## src/common/exec_pkg.sv

```systemverilog
`default_nettype none

package exec_pkg;

    // datapath and buffer sizes
    localparam int xlen       = 64;
    localparam int shamt_w    = 6;
    localparam int fifo_depth = 4;
    localparam int fifo_ptr_w = 2;
    localparam int mul_cycles = 64;
    localparam int mul_cnt_w  = 6;

    // alu operation codes, codes above op_remu are unused
    typedef enum logic [4:0] {
        op_add,
        op_sub,
        op_ret_a,
        op_ret_b,
        op_xor,
        op_or,
        op_and,
        op_sll,
        op_srl,
        op_sra,
        op_slt,
        op_sltu,
        op_eq,
        op_ge,
        op_geu,
        op_mul,
        op_div,
        op_divu,
        op_rem,
        op_remu
    } alu_op_e;

    // first operand source
    typedef enum logic {
        sel_a_pc,
        sel_a_rs1
    } sel_a_e;

    // second operand source
    typedef enum logic [1:0] {
        sel_b_imm,
        sel_b_rs2,
        sel_b_csr
    } sel_b_e;

    // one operation as it leaves issue
    typedef struct packed {
        alu_op_e           op;
        logic [xlen-1:0]   pc;
        logic [xlen-1:0]   rs1;
        logic [xlen-1:0]   rs2;
        logic [xlen-1:0]   csr;
        logic [xlen-1:0]   imm;
        sel_a_e            sel_a;
        sel_b_e            sel_b;
        // use only the low 32 bits of rs1
        logic              word;
    } issue_t;

    // operation with both operands resolved
    typedef struct packed {
        alu_op_e           op;
        logic [xlen-1:0]   a;
        logic [xlen-1:0]   b;
        logic              word;
    } prep_op_t;

endpackage

`default_nettype wire

```

## src/rtl/operand_dispatch.sv

```systemverilog
`timescale 1ns/1ps
`default_nettype none

module operand_dispatch (
    input  wire logic              clk,
    input  wire logic              arst_n,
    input  wire logic              flush,
    input  wire logic              issue_valid,
    input  wire exec_pkg::issue_t  issue,
    input  wire logic              full,
    output logic                   issue_ready,
    output logic                   push,
    output exec_pkg::prep_op_t     push_op
);
    import exec_pkg::*;

    prep_op_t          prep;
    prep_op_t          op_q;
    logic              push_q;
    logic              accept;
    logic [xlen-1:0]   rs1_view;

    // word operations see rs1 zero-extended from bit 31
    assign rs1_view = issue.word ? {{(xlen-32){1'b0}}, issue.rs1[31:0]} : issue.rs1;

    always_comb begin
        prep.op   = issue.op;
        prep.word = issue.word;
        prep.a    = (issue.sel_a == sel_a_rs1) ? rs1_view : issue.pc;
        case (issue.sel_b)
            sel_b_rs2: prep.b = issue.rs2;
            sel_b_csr: prep.b = issue.csr;
            default:   prep.b = issue.imm;
        endcase
    end

    // the staging register counts as a queue slot while its push is pending
    assign issue_ready = !full && !push_q;

    // an issue in a flush cycle is dropped
    assign accept = issue_valid && !flush;

    always_ff @(posedge clk or negedge arst_n) begin
        if (!arst_n) begin
            push_q <= 1'b0;
        end else if (flush) begin
            push_q <= 1'b0;
        end else begin
            push_q <= accept;
        end
    end

    always_ff @(posedge clk) begin
        if (accept) begin
            op_q <= prep;
        end
    end

    assign push    = push_q;
    assign push_op = op_q;

    // source must respect ready, which depends on the queue state
    a_issue_when_ready: assert property (
        @(posedge clk) disable iff (!arst_n)
        issue_valid |-> issue_ready
    ) else $error("issue_valid while issue_ready low");

endmodule

`default_nettype wire

```

## config.mk

```make
export PLATFORM = sky130hd
export DESIGN_NAME = operand_dispatch
export DESIGN_NICKNAME = d
export VERILOG_FILES = /design/src/common/exec_pkg.sv /design/src/rtl/operand_dispatch.sv
export SDC_FILE = /design/constraint.sdc
export NUM_CORES = 1
export LEC_CHECK = 0
export ABC_AREA = 0
export BUFFER_PORTS_ARGS = -buffer_cell sky130_fd_sc_hd__buf_2
export CORE_AREA = 2 2 184 186
export CTS_CLUSTER_DIAMETER = 150
export DETAILED_ROUTE_END_ITERATION = 8
export DIE_AREA = 0 0 186 188
export PLACE_DENSITY = 0.43
export SYNTH_ARGS = -nofsm -noshare
export SYNTH_HDL_FRONTEND = slang
export SYNTH_SLANG_ARGS = --single-unit
```

## constraint.sdc

```tcl
create_clock -name clk -period 0.8 [get_ports clk]
set_input_delay 0.04 -clock clk [delete_from_list [all_inputs] [get_ports clk]]
set_output_delay 0.04 -clock clk [all_outputs]
set_load 0.01 [all_outputs]
```

==> flow_metrics.py, run 1 <==
metrics = {
    "logic_synthesis": {
        "seq_area_frac_synth_pct": 66.4,
        "syn-num-nets": 775,
        "synthCells": 439,
        "ys_warn_count": 0,
        "yosys.area.top_type": "edfxtp_1",
        "yosys.area.top_type_share_pct": 66.0,
        "synth.area.top_cells": "edfxtp_1, a22oi_1, mux2_2",
        "synth_ff_type": "edfxtp_1",
        "syn_area_um2": 6100,
        "avgSynthCellArea_um2": 13.9,
        "synthArstFlopShare_pct": 0.741,
        "ys_ff_latch": 135,
        "synth_edf_count": 134,
        "synth.distinct_cells": 20,
    },
    "outcome": {
        "first-error": "[ERROR RSZ-0060] Max buffer count reached.",
        "status": "stopped before the end",
        "lastStage": "clock tree synthesis (4_1_cts)",
    },
    "floorplanning": {
        "io_pins": 470,
        "die_w_um": 186,
        "initial_core_util_pct": 18.4,
        "chipHeight_um": 188,
        "num_rows": 67,
    },
    "placed_design": {
        "placement.io_buffers": 469,
        "place_congestion": 0.806,
        "placed_area_um2": 9700,
        "post-dp-hpwl_um": 19000,
    },
    "clock_tree": {
        "htreeDepth": 4,
        "clk_path_buf_depth": 2,
        "clock-sinks": 135,
        "cts_hold_buf": 283,
        "root_buffer": "clkbuf_16",
        "post_cts_buffers": 1,
        "cts_buffers": 17,
        "cts_resized": 12,
    },
}
[cell usage after synthesis, types with 2 or more instances]
cell	number
a22o_2	26
mux2_2	32
edfxtp_1	134
nand2_1	64
buf_6	5
ha_1	2
buf_4	13
a22oi_1	64
clkbuf_1	8
clkbuf_8	3
o21ai_0	65
inv_1	3
a22o_1	5
buf_2	9
[stage by stage]
step                      std cells  setup slack (ps)  hold slack (ps)
after detailed placement       1380              -493             -184
after floorplan                 439             -1690             -256
after global placement         1380              -487             -186
[cell families after synthesis]
| logic type | count (synthesis) | share of synthesized area [%] |
|---|---|---|
| mux | 32 | 5.91 |
| flops | 135 | 66.4 |
| fa+ha+maj | 2 | 0.410 |
| buf+inv | 42 | 4.68 |
| simple gates | 68 | 4.45 |
| compound gates | 160 | 18.2 |
==> inputs of run 2 (changes only) <==
CORE_AREA = 2 2 182 184   (was 2 2 184 186)
CTS_CLUSTER_DIAMETER = not set   (was 150)
DIE_AREA = 0 0 184 186   (was 0 0 186 188)
PLACE_DENSITY = not set   (was 0.43)
PLACE_DENSITY_LB_ADDON = 0.15   (was not set)
clock period = 1 ns   (was 0.8 ns; I/O delays follow)
==> flow_metrics.py, run 2 <==
metrics = {
    "floorplanning": {
        "die_area_um2": 34200,
        "chipHeight_um": 186,
        "die_w_um": 184,
        "io_pins": 470,
        "initial_core_util_pct": 18.9,
        "num_rows": 66,
        "coreArea_um2": 32200,
    },
    "timing": {
        "setup_ws_ps": -107,
        "period_share_pct": 111,
        "rsz0062_at_grt": "true",
        "period_needed_ps": 1110,
        "slew_headroom_pct": 47.4,
        "fmax_mhz": 904,
        "hold_ws_ps": 25.9,
        "setup_viol": 10,
        "tightest_slew_ps": 787,
        "slew_violations": 0,
        "tns_ps": -412,
        "hold_violations": 0,
    },
    "power": {
        "leakagePower_uw": 0.00535,
        "ir_drop_mv": 1.07,
        "cellPowerDensity_nw_per_um2": 1360,
        "fin_total_pwr_uw": 17000,
    },
    "clock_tree": {
        "clock-sinks": 135,
        "cts_buffers": 17,
        "clk_path_buf_depth": 2,
        "htreeDepth": 4,
        "cts_tree": "built",
        "clkTransAtPathRegs_ps": 60,
        "root_buffer": "clkbuf_16",
    },
    "worst_hold_path": {
        "hold_depth": 3,
        "hold_start": "issue[118]",
        "hp-class": "input port to flop",
        "holdPathEnd": "push_op[51]$_DFFE_PP_",
    },
    "global_route": {
        "antenna_found_initial": 0,
        "grt_pass1_vias": 6912,
        "grt_first_pass_wirelength_um": 38100,
        "grt_max_degree": 55,
        "overflow": 0,
        "grt_usage_pct": 14.9,
    },
    "logic_synthesis": {
        "yosys.area.top_type": "edfxtp_1",
        "yosys.area.top_type_share_pct": 66.0,
        "synthCells": 439,
        "synthArstFlopShare_pct": 0.741,
        "synth.distinct_cells": 20,
        "ys_ff_latch": 135,
        "ys_warn_count": 0,
        "syn-num-nets": 775,
        "yosys-top-cells-count": "edfxtp_1, o21ai_0, a22oi_1, nand2_1, mux2_2",
        "synth_edf_count": 134,
        "seq_area_frac_synth_pct": 66.4,
        "syn_area_um2": 6100,
        "avgSynthCellArea_um2": 13.9,
        "yosys.cell_count.top_type": "edfxtp_1",
        "synth_ff_type": "edfxtp_1",
        "synth.area.top_cells": "edfxtp_1, a22oi_1, mux2_2",
    },
    "layout": {
        "drive_gt1_share_pct": 50.1,
        "n_antenna_cell": 0,
        "area_delta_synth_final_pct": 104,
        "layout_common_cells": "buf_2, dlygate4sd3_1, edfxtp_1",
        "largest_register_ffs": 134,
        "final_common_cell": "buf_2",
        "fin_util_pct": 38.7,
        "nFillCells": 3095,
        "nets": 1527,
    },
    "routing": {
        "routed_wl_um": 26900,
        "firstDrtPassIters": 6,
        "drtIter0Drc": 294,
        "via_per_inst": 4.12,
        "ant_nets": 0,
        "wl_per_cell_um": 16.7,
        "drc_errors": 0,
        "vias": 6641,
    },
    "critical_path": {
        "critPathKind": "flop to primary output",
        "crit_path_start": "push$_DFF_PN0_",
        "path_max_fanout": 2,
        "start_kind": "flop",
        "cp.required_ps": 950,
        "end_kind": "primary output",
        "crit_arrival_ps": 1060,
    },
    "placed_design": {
        "place_congestion": 0.789,
        "placement.io_buffers": 469,
        "pre_cts_slack_ps": -349,
        "post-dp-hpwl_um": 18900,
    },
    "outcome": {
        "status": "complete, but fails checks",
        "violations": "setup timing",
    },
    "run": {
        "cap_viol_max_count": 0,
    },
}
run 2: logic make-up (layout without fill, tap and decap cells):
kind of cell,count (synthesis),count (layout),synth area share (%)
buffers and inverters,42,807,4.68
AOI/OAI and AO/OA,160,160,18.2
muxes,32,32,5.91
DFF,135,135,66.4
and+or+nand+nor,68,68,4.45
adders and majority gates,2,2,0.410
run 2: final cells by class:
cell class                 count  area [um^2]  share of cell area, %
tap                          408          510                   4.10
timing repair buffer         771         5480                   44.0
multi-input combinational    262         1790                   14.4
inverter                       4         17.5                  0.141
sequential                   135         4050                   32.5
clock inverter                 9          125                   1.00
clock buffer                  23          478                   3.84
run 2: how the worst max path moves through the flow:
stage | to | slack, ps | cells past startpoint
floorplan | push_op[0]$_DFFE_PP_ | -1500 | 1
global placement | push_op[37]$_DFFE_PP_ | -340 | 6
detailed placement | push_op[37]$_DFFE_PP_ | -350 | 6
CTS | push_op[37] | -170 | 1
global route | issue_ready | -160 | 2
finish | issue_ready | -110 | 2
run 2: repair_timing:
item                                    CTS  global route
endpoints found under the hold margin   133             0
setup buffers                             0             0
pin swaps                                 1             0
resized for setup                        14            11
gates cloned                              0             0
endpoints found under the setup margin  107           132
hold buffers                            262             0
run 2: metal layers:
layer  up-vias  wire (um)  track usage [%]  part of all wire, %
met1      3059      10400             16.2                   39
met5         -          0                0                    0
met3        20       1950             4.13                  7.2
met2       342      14100             27.9                   52
li1       3220          -                -                    -
met4         0        449             4.86                  1.7
run 2: metrics by stage:
stage	instance area (um^2)	instances
4_1_cts	12400	1612
3_5_place_dp	9140	1318
3_3_place_gp	9140	1318
2_1_floorplan	6170	439
6_report	12500	1612
5_1_grt	12500	1612
run 2: report_power, final:
group          total [uW]  leakage, uW  internal (uW)  switching (uW)
Combinational        3540      0.00383           2000            1530
Clock                6520     0.000293           4110            2410
Sequential           6900      0.00123           6780             120
Total               17000      0.00535          12900            4070
run 2: critical path, stage by stage (launching register included):
cell and delay (ps):
dfrtp_1 390, nor2_2 110, buf_2 150
No activity file was read; power rests on OpenSTA's default activity.
==> inputs of run 3 (changes only) <==
SKIP_CTS_REPAIR_TIMING = 1   (was not set)
==> flow_metrics.py, run 3 (same netlist as run 2, synthesis figures left out) <==
metrics = {
    "power": {
        "leakagePower_uw": 0.00509,
        "ir_drop_mv": 1.07,
        "cellPowerDensity_nw_per_um2": 1410,
        "p_clk_share_pct": 38.9,
        "p_seq_share_pct": 41.2,
        "fin_total_pwr_uw": 16700,
        "power_report.internal_total_uw": 12700,
        "netSwitchingFraction_pct": 24.0,
        "p_sw_uw": 4010,
        "power_frac_comb_pct": 19.9,
    },
    "floorplanning": {
        "coreArea_um2": 32200,
        "initial_core_util_pct": 18.9,
        "num_rows": 66,
        "io_pins": 470,
        "chipHeight_um": 186,
        "die_area_um2": 34200,
        "die_w_um": 184,
    },
    "critical_path": {
        "cp.required_ps": 950,
        "cp_slowest_cell": "dfrtp_1",
        "critPathKind": "flop to primary output",
        "slowest_delay_ps": 380,
        "path_max_fanout": 2,
        "worstPathCellList": "nor2_1, buf_2",
        "critPathBufInv": 1,
        "start_kind": "flop",
        "cp.depth": 2,
        "crit_family": "flip-flops",
        "end_kind": "primary output",
        "crit_arrival_ps": 1050,
    },
    "clock_tree": {
        "clk_path_buf_depth": 2,
        "clkTransAtPathRegs_ps": 60,
        "clock-sinks": 135,
        "root_buffer": "clkbuf_16",
        "cts_tree": "built",
        "cts_buffers": 17,
        "htreeDepth": 4,
    },
    "worst_hold_path": {
        "hp-class": "input port to flop",
        "hold_depth": 3,
    },
    "global_route": {
        "overflow": 0,
        "grt_pass1_vias": 5600,
        "grt_usage_pct": 13.2,
        "grt_first_pass_wirelength_um": 33100,
        "antenna_found_initial": 2,
        "grt_max_degree": 55,
    },
    "placed_design": {
        "pre_cts_slack_ps": -349,
        "place_congestion": 0.789,
        "post-dp-hpwl_um": 18900,
        "placement.io_buffers": 469,
    },
    "layout": {
        "n_antenna_cell": 0,
        "final_common_cell": "buf_2",
        "area_delta_synth_final_pct": 94.1,
        "drive_gt1_share_pct": 52.6,
        "nets": 1467,
        "layout_common_cells": "buf_2, dlygate4sd3_1, edfxtp_1",
        "fin_util_pct": 36.8,
        "seqCellArea_um2": 4050,
        "largest_register_ffs": 134,
        "multi_input_area_um2": 1790,
        "nFillCells": 3178,
    },
    "routing": {
        "drc_errors": 0,
        "routed_wl_um": 26100,
        "drtIter0Drc": 244,
        "via_per_inst": 4.11,
        "wl_per_cell_um": 16.8,
        "ant_nets": 0,
        "firstDrtPassIters": 4,
        "vias": 6371,
    },
    "timing": {
        "hold_ws_ps": -17.2,
        "setup_ws_ps": -102,
        "fmax_mhz": 908,
        "period_share_pct": 110,
        "setup_viol": 8,
        "slew_headroom_pct": 48.6,
        "hold_violations": 7,
        "period_needed_ps": 1100,
        "rsz0062_at_grt": "true",
        "slew_violations": 0,
        "tightest_slew_ps": 769,
    },
    "run": {
        "cap_viol_max_count": 0,
    },
    "outcome": {
        "status": "complete, but fails checks",
        "violations": "hold timing, setup timing",
    },
}
[run 3: cell count changes in the layout (fill, tap and decap cells not counted), sizes merged]
cell,before,now
dlygate4sd3,262,202
[run 3: cell type report]
class	instances	share of cell area, %
clock inverter	9	1.06
inverter	4	0.148
clock buffer	23	4.04
sequential	135	34.2
timing repair buffer	711	41.1
multi-input combinational	262	15.1
tap	408	4.31
[run 3: metal layers]
layer	vias up	share of wire, %	global-route usage [%]
met3	19	7.6	4.58
met5	-	0.10	0
met2	322	53	23.9
li1	3100	-	-
met1	2926	39	14.7
met4	4	0.99	3.65
[run 3: path summary, 6_finish.rpt]
kind / startpoint / to / slack, ps
min in group asynchronous: arst_n / push$_DFF_PN0_ / 480
max: push$_DFF_PN0_ / issue_ready / -100
min: issue[258] / push_op[127]$_DFFE_PP_ / -20
max in group asynchronous: arst_n / push$_DFF_PN0_ / 420
[run 3: through the flow]
stage	instance area (um^2)	cells	setup TNS, ps	hold WS, ps
2_1_floorplan	6170	439	-202960	-246
3_3_place_gp	9140	1318	-21270	-172
3_5_place_dp	9140	1318	-22110	-174
4_1_cts	9740	1350	-2400	-635
5_1_grt	11800	1552	-3970	3.19
6_report	11800	1552	-417	-17.2
[run 3: power groups by stage]
stage / clock (uW) / combinational, uW / sequential [uW]
after global routing: 7020 / 3620 / 6930
after global placement: 0 / 2710 / 7000
after CTS: 6770 / 2690 / 6890
final: 6510 / 3330 / 6890
after floorplan: 0 / 921 / 7250
after detailed placement: 0 / 2680 / 7010
