$ cat config.mk
export PLATFORM = sky130hd
export DESIGN_NAME = op_fifo
export DESIGN_NICKNAME = d
export VERILOG_FILES = /design/src/common/exec_pkg.sv /design/src/rtl/op_fifo.sv
export SDC_FILE = /design/constraint.sdc
export NUM_CORES = 1
export LEC_CHECK = 0
export CAP_MARGIN = 20
export CORE_UTILIZATION = 39
export CTS_BUF_LIST = sky130_fd_sc_hd__clkbuf_8
export DETAILED_ROUTE_END_ITERATION = 10
export DONT_BUFFER_PORTS = 1
export PLACE_DENSITY = 0.61
export SYNTH_ARGS = -nofsm -noshare
export SYNTH_HDL_FRONTEND = slang
export SYNTH_SLANG_ARGS = --single-unit
export TNS_END_PERCENT = 30
$ cat constraint.sdc
create_clock -name clk -period 5.05 [get_ports clk]
set_input_delay 1.01 -clock clk [delete_from_list [all_inputs] [get_ports clk]]
set_output_delay 1.01 -clock clk [all_outputs]
set_load 0.005 [all_outputs]
$ cat src/common/exec_pkg.sv
`default_nettype none

package exec_pkg;

    // datapath and buffer sizes
    localparam int xlen       = 64;
    localparam int shamt_w    = 6;
    localparam int fifo_depth = 4;
    localparam int fifo_ptr_w = 2;
    localparam int mul_cycles = 64;
    localparam int mul_cnt_w  = 6;

    // alu operation codes, codes above op_remu are unused
    typedef enum logic [4:0] {
        op_add,
        op_sub,
        op_ret_a,
        op_ret_b,
        op_xor,
        op_or,
        op_and,
        op_sll,
        op_srl,
        op_sra,
        op_slt,
        op_sltu,
        op_eq,
        op_ge,
        op_geu,
        op_mul,
        op_div,
        op_divu,
        op_rem,
        op_remu
    } alu_op_e;

    // first operand source
    typedef enum logic {
        sel_a_pc,
        sel_a_rs1
    } sel_a_e;

    // second operand source
    typedef enum logic [1:0] {
        sel_b_imm,
        sel_b_rs2,
        sel_b_csr
    } sel_b_e;

    // one operation as it leaves issue
    typedef struct packed {
        alu_op_e           op;
        logic [xlen-1:0]   pc;
        logic [xlen-1:0]   rs1;
        logic [xlen-1:0]   rs2;
        logic [xlen-1:0]   csr;
        logic [xlen-1:0]   imm;
        sel_a_e            sel_a;
        sel_b_e            sel_b;
        // use only the low 32 bits of rs1
        logic              word;
    } issue_t;

    // operation with both operands resolved
    typedef struct packed {
        alu_op_e           op;
        logic [xlen-1:0]   a;
        logic [xlen-1:0]   b;
        logic              word;
    } prep_op_t;

endpackage

`default_nettype wire

$ cat src/rtl/op_fifo.sv
`timescale 1ns/1ps
`default_nettype none

module op_fifo (
    input  wire logic                clk,
    input  wire logic                arst_n,
    input  wire logic                flush,
    input  wire logic                push,
    input  wire exec_pkg::prep_op_t  push_op,
    input  wire logic                pop,
    output exec_pkg::prep_op_t       head,
    output logic                     empty,
    output logic                     full
);
    import exec_pkg::*;

    prep_op_t                mem [fifo_depth];
    logic [fifo_ptr_w-1:0]   wr_ptr;
    logic [fifo_ptr_w-1:0]   rd_ptr;
    logic [fifo_ptr_w:0]     count;
    logic                    wr_en;
    logic                    rd_en;

    assign empty = (count == '0);
    assign full  = (count == (fifo_ptr_w+1)'(fifo_depth));
    assign wr_en = push && !full && !flush;
    assign rd_en = pop && !empty && !flush;

    // show-ahead head entry
    assign head = mem[rd_ptr];

    always_ff @(posedge clk or negedge arst_n) begin
        if (!arst_n) begin
            wr_ptr <= '0;
            rd_ptr <= '0;
            count  <= '0;
        end else if (flush) begin
            wr_ptr <= '0;
            rd_ptr <= '0;
            count  <= '0;
        end else begin
            if (wr_en) begin
                wr_ptr <= wr_ptr + 1'b1;
            end
            if (rd_en) begin
                rd_ptr <= rd_ptr + 1'b1;
            end
            case ({wr_en, rd_en})
                2'b10:   count <= count + 1'b1;
                2'b01:   count <= count - 1'b1;
                default: count <= count;
            endcase
        end
    end

    always_ff @(posedge clk) begin
        if (wr_en) begin
            mem[wr_ptr] <= push_op;
        end
    end

    a_no_push_full: assert property (
        @(posedge clk) disable iff (!arst_n)
        push |-> !full
    ) else $error("push into full queue");

    a_no_pop_empty: assert property (
        @(posedge clk) disable iff (!arst_n)
        pop |-> !empty
    ) else $error("pop from empty queue");

endmodule

`default_nettype wire

======== After elaboration in Yosys (flattened, before gate mapping) ========
Memory sizes are Yosys's and may differ from the RTL's.
Index checks and enable logic that the tools add are counted.
word-level totals
  latch bits .............................. 0
  flip-flop bits (word level) ............. 7
  bits in read-only memories .............. 0
  memory bits (writable) .................. 536
  output and inout port bits .............. 136
  memories kept ........................... 1
operators by class
  reduce and logical (&&, ||, !) cells .... 11
  mux-type cells .......................... 8
  bitwise logic cells ..................... 0
  divide/modulo/power cells ............... 0
  order comparisons ....................... 0
  shift-type cells ........................ 0
  add/sub/neg operators ................... 4
  $mul .................................... 0
  eq/ne operators ......................... 3
memories
  memory  words  bits a word  rd ports  clocked after Yosys merged registers in  write ports  line           source
  mem     4      134          1         0                                        1            op_fifo.sv:17  prep_op_t mem [fifo_depth];
operators by type and width
  cell                                              count
  2-to-1 mux 2 bit                                  4
  case mux 3 bit (2 select lines)                   1
  adder 2 x 1 -> 2 bit, second input constant       2
  logical AND 1 bit                                 4
  nonzero test 2 bit                                2
  adder 3 x 1 -> 3 bit, second input constant       1
  == test 3 bit, second input constant              1
  zero test 1 bit                                   3
  zero test 3 bit                                   1
  2-to-1 mux 3 bit                                  1
  nonzero test 3 bit                                1
  subtractor 3 x 1 -> 3 bit, second input constant  1
  == test 2 x 1 -> 1 bit, second input constant     1
  == test 2 bit, second input constant              1
  2-to-1 mux 1 bit                                  2

======== Longest topological paths before layout ========
Gate-level depths: netlist (run 1).
  word-level depth ........................ 7
  mapped depth ............................ 8
  gate-level depth less buffers ........... 7

======== Worst setup path after synthesis (run 1) ========
OpenSTA, ideal clock, no wires.
  path type ............................... input port to flip-flop
  from .................................... input push
  to ...................................... memory mem[2][0] in the netlist's numbering (enable)
  setup time .............................. 0.509 ns
  cell stages on the path ................. 4
  arrival time ............................ 4.617 ns
  slack ................................... -0.076 ns
  path buffers ............................ 1
  path through ............................ buf_2 inv_1 nor3_1 and2_1
on the way
  cells in the longest elaborated chain, start to end .. 4
RTL lines
  what                                    line           source
  start: declaration                      op_fifo.sv:8   input wire logic push,
  logical AND 1 bit (2 in series)         op_fifo.sv:26  assign wr_en = push && !full && !flush;
  2-to-1 mux 1 bit                        op_fifo.sv:57  if (wr_en) begin
  2-to-1 mux 1 bit (not written as such)  op_fifo.sv:58  mem[wr_ptr] <= push_op;
  end: declaration                        op_fifo.sv:17
Every way passes these cells.

==> results of run 1 <==
-- worst max path at each step --
stage / from / endpoint / slack [ns] / cells after the start
3_5_place_dp: rd_ptr[0]$_DFFE_PN0P_ / head[96] / 1.96 / 2
6_report: rd_ptr[0]$_DFFE_PN0P_ / head[76] / 1.37 / 2
5_1_grt: rd_ptr[0]$_DFFE_PN0P_ / head[96] / 1.11 / 2
2_1_floorplan: push / mem[0][0]$_DFFE_PP_ / -0.08 / 4
4_1_cts: rd_ptr[0]$_DFFE_PN0P_ / head[96] / 1.18 / 2
3_3_place_gp: push / mem[2][19]$_DFFE_PP_ / 1.97 / 4
-- kinds of logic after synthesis --
family          Yosys count
simple gates             26
buf+inv                  39
mux                     135
compound gates           13
fa+ha+maj                 5
flops                   543
xor+xnor                  4
-- final cells by class --
cell class	instances	area, sq um
multi-input cells	183	3360
fillers	4135	27900
repair buffers	15	215
inverters	4	15.0
clock inverters	67	365
flip-flops and latches	543	16300
well taps	672	841
clock buffers	90	1240
-- sequential cells by signal, indices dropped and copies added (netlist names) --
| name | count |
|---|---|
| count | 3 |
| mem | 536 |
| rd_ptr | 2 |
| wr_ptr | 2 |
-- timing repair --
item / 4_1_cts / 5_1_grt
buffers inserted: 0 / 0
hold buffers: 1 / 0
hold endpoints to repair: 7 / 0
endpoints found under the setup margin: 0 / 0
-- cell usage in the layout, fill, tap and decap left out, types with 2 or more instances in the layout --
cell                           n
sky130_fd_sc_hd__clkinvlp_4    3
sky130_fd_sc_hd__ha_1          4
sky130_fd_sc_hd__dfrtp_1       5
sky130_fd_sc_hd__and2_4        4
sky130_fd_sc_hd__mux4_2      134
sky130_fd_sc_hd__inv_1        37
sky130_fd_sc_hd__nor2_1       10
sky130_fd_sc_hd__clkinv_1     14
sky130_fd_sc_hd__xor2_1        2
sky130_fd_sc_hd__clkinv_2     10
sky130_fd_sc_hd__nor3_1        4
sky130_fd_sc_hd__nand2b_1      3
sky130_fd_sc_hd__a21oi_1       2
sky130_fd_sc_hd__buf_4         6
sky130_fd_sc_hd__clkbuf_8     90
sky130_fd_sc_hd__buf_12        8
sky130_fd_sc_hd__edfxtp_1    536
sky130_fd_sc_hd__xnor2_1       2
sky130_fd_sc_hd__nand3_1       2
sky130_fd_sc_hd__o21ai_0       3
sky130_fd_sc_hd__bufinv_16     2
sky130_fd_sc_hd__o21a_1        3
sky130_fd_sc_hd__dfrtp_4       2
sky130_fd_sc_hd__inv_8         5
-- cell usage after synthesis, drive strengths merged --
cell type	number
nand2	1
nand3	2
inv	4
nor3	4
o22ai	1
nand2b	3
mux4	134
mux2i	1
a21oi	2
o21a	3
o221ai	1
a31oi	1
nor3b	1
buf	27
a21o	1
clkbuf	8
and2	4
nor2	10
o21ai	3
ha	4
fa	1
edfxtp	536
nand3b	1
xor2	2
o311a	1
xnor2	2
dfrtp	7
-- power by group --
part,switching (mW),leakage (nW),internal [mW]
clock network,1.67,0.943,1.77
logic,0.366,0.942,0.337
registers,0.0684,4.96,5.13
total,2.10,6.84,7.24
-- routing by layer --
metal | vias up | global-route usage, % | share of wire [%]
met3 | 54 | 7.32 | 11
met1 | 4278 | 17.4 | 39
met4 | 0 | 4.98 | 1.6
met5 | - | 0 | 0
met2 | 273 | 22.9 | 48
li1 | 3446 | - | -
-- per-stage QoR --
step | std cells | setup TNS [ns] | setup WS [ns] | util (%)
6_report | 1574 | 0 | 1.37 | 44.5
5_1_grt | 1574 | 0 | 1.11 | 44.5
4_1_cts | 1574 | 0 | 1.18 | 44.5
3_5_place_dp | 1416 | 0 | 1.96 | 41.3
3_3_place_gp | 1416 | 0 | 1.97 | 41.3
2_1_floorplan | 765 | -20.14 | -0.0751 | -
==> impl_metrics.env, run 1 <==
export IMPL_worstSetupPathType="reg2out"
export IMPL_grt_pass1_vias=8712
export IMPL_drc=0
export IMPL_biggest_area_contributors_in_the_synthesized_netlist="sky130_fd_sc_hd__edfxtp_1 81%, sky130_fd_sc_hd__mux4_2 15%, sky130_fd_sc_hd__dfrtp_1 0.88%"
export IMPL_syn_area_sq_um=19800
export IMPL_critical_path_cell_chain="buf_12 -> mux4_2"
export IMPL_yosysWarnings=0
export IMPL_dpl_cell_area_sq_um=20700
export IMPL_grt_start_max_net_pins=81
export IMPL_design_core_area_sq_um=50200
export IMPL_fmax_mhz=272
export IMPL_grt_util_all_layers_pct=14.6
export IMPL_rr_worst_depth=5
export IMPL_setup_violations=0
export IMPL_critical_path_n_buffers_inverters=1
export IMPL_final_period_utilization_pct=72.9
export IMPL_worst_endpoint_required_ns=4.04
export IMPL_area_delta_synth_final_pct=12.5
export IMPL_fraction_of_synthesized_area_in_multiplexers_pct=15.3
export IMPL_hold_path_depth=1
export IMPL_drt_first_iter_violations=474
export IMPL_finalHoldViolCount=0
export IMPL_mean_post_synth_cell_area_sq_um=25.9
export IMPL_syn_num_nets=909
export IMPL_postCtsResizedCells=0
export IMPL_critical_path_slowest_cell="sky130_fd_sc_hd__dfrtp_4"
export IMPL_ff2ff_setup_slack_ns=2.27
export IMPL_hold_path_class="in2reg"
export IMPL_clock_insertion_delay_worst_skew_ns=0.66
export IMPL_run_status="complete, no violations"
export IMPL_route_antenna_remaining_nets=0
export IMPL_chipHeight_microns=228
export IMPL_rsz0062_at_grt="no"
export IMPL_worst_setup_hold_path_clk_slew_ns=0.06
export IMPL_critical_path_reg2reg_endpoint="mem[2][4]$_DFFE_PP_"
export IMPL_htreeDepth=3
export IMPL_route_detailed_vias_per_inst=5.11
export IMPL_r2r_start="count[2]$_DFFE_PN0P_"
export IMPL_synth_area_leader_cell="sky130_fd_sc_hd__edfxtp_1"
export IMPL_std_cell_rows=82
export IMPL_dpl_hpwl_microns=21300
export IMPL_worst_path_fanout_max=44
export IMPL_antenna_violations_before_repair=0
export IMPL_power_per_cell_area_nw_per_um2=419
export IMPL_min_delay_worst_endpoint="wr_ptr[1]$_DFFE_PN0P_"
export IMPL_skew_ns=0.0321
export IMPL_report_final_slew_viol_count=0
export IMPL_hold_ws_ns=0.411
export IMPL_finalInstanceArea_sq_um=22300
export IMPL_synth_fa_ha_area_share_pct=0.353
export IMPL_synthesis_instances=765
export IMPL_timing_hold_worst_start="flush"
export IMPL_cts_tree="done"
export IMPL_sinks_on_the_clock_net=543
export IMPL_cts_path_max_buffers=3
export IMPL_cap_violations=0
export IMPL_gpl_final_weighted_congestion=0.720
export IMPL_pin_count=275
export IMPL_design_final_nets=980
export IMPL_detailed_route_via_count=8051
export IMPL_crit_path_max_delay_family="flip-flops"
export IMPL_route_detailed_wl_per_inst_microns=23.7
export IMPL_period_minus_slack_ns=3.68
export IMPL_endpoint_kind="primary output"
export IMPL_timing_critical_path_arrival_ns=2.67
export IMPL_power_ir_vdd_worst_v=0.000239
export IMPL_detail_route_first_pass_iterations=4
export IMPL_synth_seq_area_share_pct=82.0
export IMPL_power_total_mw=9.34
export IMPL_design_die_area_sq_um=51800
export IMPL_distinct_cells_synth=30
export IMPL_tritoncts_num_buffers=89
export IMPL_portBuffers=0
export IMPL_yosys_area_share_xor_xnor_pct=0.177
export IMPL_area_fraction_in_and_or_nand_and_nor_cells_after_synthesis_pct=0.656
export IMPL_netlist_area_leader_share_pct=81.1
export IMPL_synth_top_family_by_area="multiplexers"
export IMPL_crit_path_start_kind="flip-flop"
export IMPL_postRouteWirelength_microns=37300
export IMPL_critical_path_max_stage_delay_ns=0.92
export IMPL_grt_overflow_total=0
export IMPL_postSynthRegisterBits=543
export IMPL_synth_compound_area_share_pct=0.435
export IMPL_global_route_wire_length_before_repair_microns=54900
export IMPL_worst_pin_slew_ns=0.877
export IMPL_initial_standard_cell_utilization_of_the_core_pct=39.5
export IMPL_power_static_leakage_nw=6.84
export IMPL_antennaDiodeCount=0
export IMPL_layout_drive_gt1_share_pct=29.3
export IMPL_clock_root_buffer="sky130_fd_sc_hd__clkbuf_8"
export IMPL_worst_slew_margin_pct=41.6
export IMPL_die_w_microns=228
Note: power is estimated with default switching activity, not from simulation.
==> inputs of run 2 (changes only) <==
PLACE_DENSITY = 0.63   (was 0.61)
clock period = 3.12 ns   (was 5.05 ns; I/O delays follow)
==> run 2 against run 1 <==
Setup slack worse by 1.1 ns. Clock power up 63%. Clock skew down 0.018 ns. Flip-flop and latch count unchanged. Register-to-register slack worse by 1.6 ns. First-iteration DRC count up 17%. Routed wire length up 5.3%. Critical path type unchanged. Largest cell class unchanged. Non-clock buffer count up 150. Combinational power up 100%.
==> impl_metrics.env, run 2 (same netlist as run 1, synthesis figures left out) <==
export IMPL_run_status="complete, no violations"
export IMPL_cts_tree="done"
export IMPL_initial_standard_cell_utilization_of_the_core_pct=39.5
export IMPL_rsz0062_at_grt="no"
export IMPL_critical_path_reg2reg_endpoint="mem[2][7]$_DFFE_PP_"
export IMPL_min_delay_worst_endpoint="count[2]$_DFFE_PN0P_"
export IMPL_crit_path_start_kind="flip-flop"
export IMPL_worst_slew_margin_pct=61.9
export IMPL_regMostFlops="mem"
export IMPL_gpl_final_weighted_congestion=0.724
export IMPL_dpl_cell_count=1431
export IMPL_detailed_route_via_count=8772
export IMPL_design_final_nets=1132
export IMPL_r2r_start="count[1]$_DFFE_PN0P_"
export IMPL_worstSetupPathType="reg2out"
export IMPL_final_cells=1735
export IMPL_dpl_hpwl_microns=23200
export IMPL_timing_hold_worst_start="flush"
export IMPL_report_final_slew_viol_count=0
export IMPL_clock_root_buffer="sky130_fd_sc_hd__clkbuf_8"
export IMPL_global_route_wire_length_before_repair_microns=58100
export IMPL_endpoint_kind="primary output"
export IMPL_grt_pass1_vias=9587
export IMPL_period_minus_slack_ns=2.86
export IMPL_totalNegativeSetupSlack_ns=0
export IMPL_portBuffers=0
export IMPL_postRouteWirelength_microns=39300
export IMPL_layout_commonest_cell="sky130_fd_sc_hd__edfxtp_1"
export IMPL_crit_path_max_delay_family="flip-flops"
export IMPL_std_cell_rows=82
export IMPL_fmax_mhz=350
export IMPL_antenna_violations_before_repair=5
export IMPL_layout_drive_gt1_share_pct=27.0
export IMPL_drt_first_iter_violations=553
export IMPL_grt_util_all_layers_pct=15.3
export IMPL_pin_count=275
export IMPL_critical_path_slowest_cell="sky130_fd_sc_hd__dfrtp_4"
export IMPL_sequential_cell_area_sq_um=16300
export IMPL_detail_route_first_pass_iterations=4
export IMPL_grt_overflow_total=0
export IMPL_route_antenna_remaining_nets=0
export IMPL_area_taken_by_multi_input_logic_gates_sq_um=3360
export IMPL_most_common_layout_cells="536 x sky130_fd_sc_hd__edfxtp_1, 136 x sky130_fd_sc_hd__dlygate4sd3_1, 134 x sky130_fd_sc_hd__mux4_2, 92 x sky130_fd_sc_hd__clkbuf_8, 29 x sky130_fd_sc_hd__inv_1"
export IMPL_ff2ff_setup_slack_ns=0.67
export IMPL_power_static_leakage_nw=7.49
export IMPL_route_detailed_vias_per_inst=5.06
export IMPL_worst_endpoint_required_ns=2.50
export IMPL_htreeDepth=3
export IMPL_biggestRegsByFlops="mem (536), count (3)"
export IMPL_timing_critical_path_arrival_ns=2.23
export IMPL_finalHoldViolCount=0
export IMPL_drc=0
export IMPL_rr_worst_depth=5
export IMPL_power_total_mw=15.4
export IMPL_worst_pin_slew_ns=0.571
export IMPL_cts_path_max_buffers=3
export IMPL_tritoncts_num_buffers=91
export IMPL_design_die_area_sq_um=51800
export IMPL_grt_start_max_net_pins=65
export IMPL_die_w_microns=228
export IMPL_worst_setup_hold_path_clk_slew_ns=0.05
export IMPL_hold_path_depth=2
export IMPL_design_core_area_sq_um=50200
export IMPL_hold_path_class="in2reg"
export IMPL_power_per_cell_area_nw_per_um2=646
export IMPL_worst_path_fanout_max=32
export IMPL_area_delta_synth_final_pct=20.4
export IMPL_power_ir_vdd_worst_v=0.000417
export IMPL_critical_path_max_stage_delay_ns=0.78
export IMPL_final_period_utilization_pct=91.5
export IMPL_chipHeight_microns=228
export IMPL_route_detailed_wl_per_inst_microns=22.7
export IMPL_critical_path_cell_chain="buf_4 -> mux4_2"
export IMPL_sinks_on_the_clock_net=543
export IMPL_number_of_flip_flops_under_the_largest_register_name=536
export IMPL_critical_path_n_buffers_inverters=1
export IMPL_setup_violations=0
export IMPL_hold_ws_ns=0.123
export IMPL_n_fill_cell=4041
export IMPL_clock_insertion_delay_worst_skew_ns=0.65
export IMPL_post_route_util_pct=47.6
export IMPL_skew_ns=0.0142
export IMPL_cap_violations=0
[run 2: per-layer routing]
metal / GRT usage [%] / wire [microns] / share of wire, %
met2: 24.6 / 19700 / 50
met3: 5.58 / 3320 / 8.5
met5: 0 / 8 / 0.020
met4: 6.04 / 652 / 1.7
met1: 18.7 / 15600 / 40
[run 2: timing repair]
| action | in CTS | in global routing |
|---|---|---|
| resized for setup | 0 | 0 |
| buffers inserted | 0 | 0 |
| hold buffers | 136 | 0 |
| hold endpoints to repair | 549 | 0 |
[run 2: where the power goes]
group          switching (mW)  internal (mW)  leakage (nW)
clock network            2.76           2.86         0.929
registers              0.0753           8.30          4.96
logic                   0.739          0.695          1.60
[run 2: final cells by class]
class | instances | area share [%]
Clock buffer | 92 | 5.30
Multi-Input combinational cell | 183 | 14.1
Inverter | 4 | 0.0628
Timing Repair Buffer | 165 | 7.34
Sequential cell | 543 | 68.1
Antenna cell | 4 | 0.0419
Clock inverter | 72 | 1.54
Tap cell | 672 | 3.52
[run 2: how the worst max path moves through the flow]
| stage | start | end | slack [ns] | depth (start not counted) |
|---|---|---|---|---|
| 3_3_place_gp | count[1]$_DFFE_PN0P_ | mem[2][54]$_DFFE_PP_ | 0.74 | 5 |
| 5_1_grt | rd_ptr[0]$_DFFE_PN0P_ | head[79] | 0.12 | 3 |
| 3_5_place_dp | count[1]$_DFFE_PN0P_ | mem[2][54]$_DFFE_PP_ | 0.65 | 5 |
| 2_1_floorplan | push | mem[0][0]$_DFFE_PP_ | -0.13 | 4 |
| 6_report | rd_ptr[1]$_DFFE_PN0P_ | head[23] | 0.26 | 2 |
| 4_1_cts | rd_ptr[1]$_DFFE_PN0P_ | head[112] | 0.13 | 2 |
[run 2: metrics by stage]
step | worst slack (ns) | instance area [sq um]
CTS | 0.134 | 23900
global placement | 0.737 | 20900
floorplan | -0.133 | 19800
finish | 0.265 | 23900
global route | 0.117 | 23900
detailed placement | 0.650 | 20900
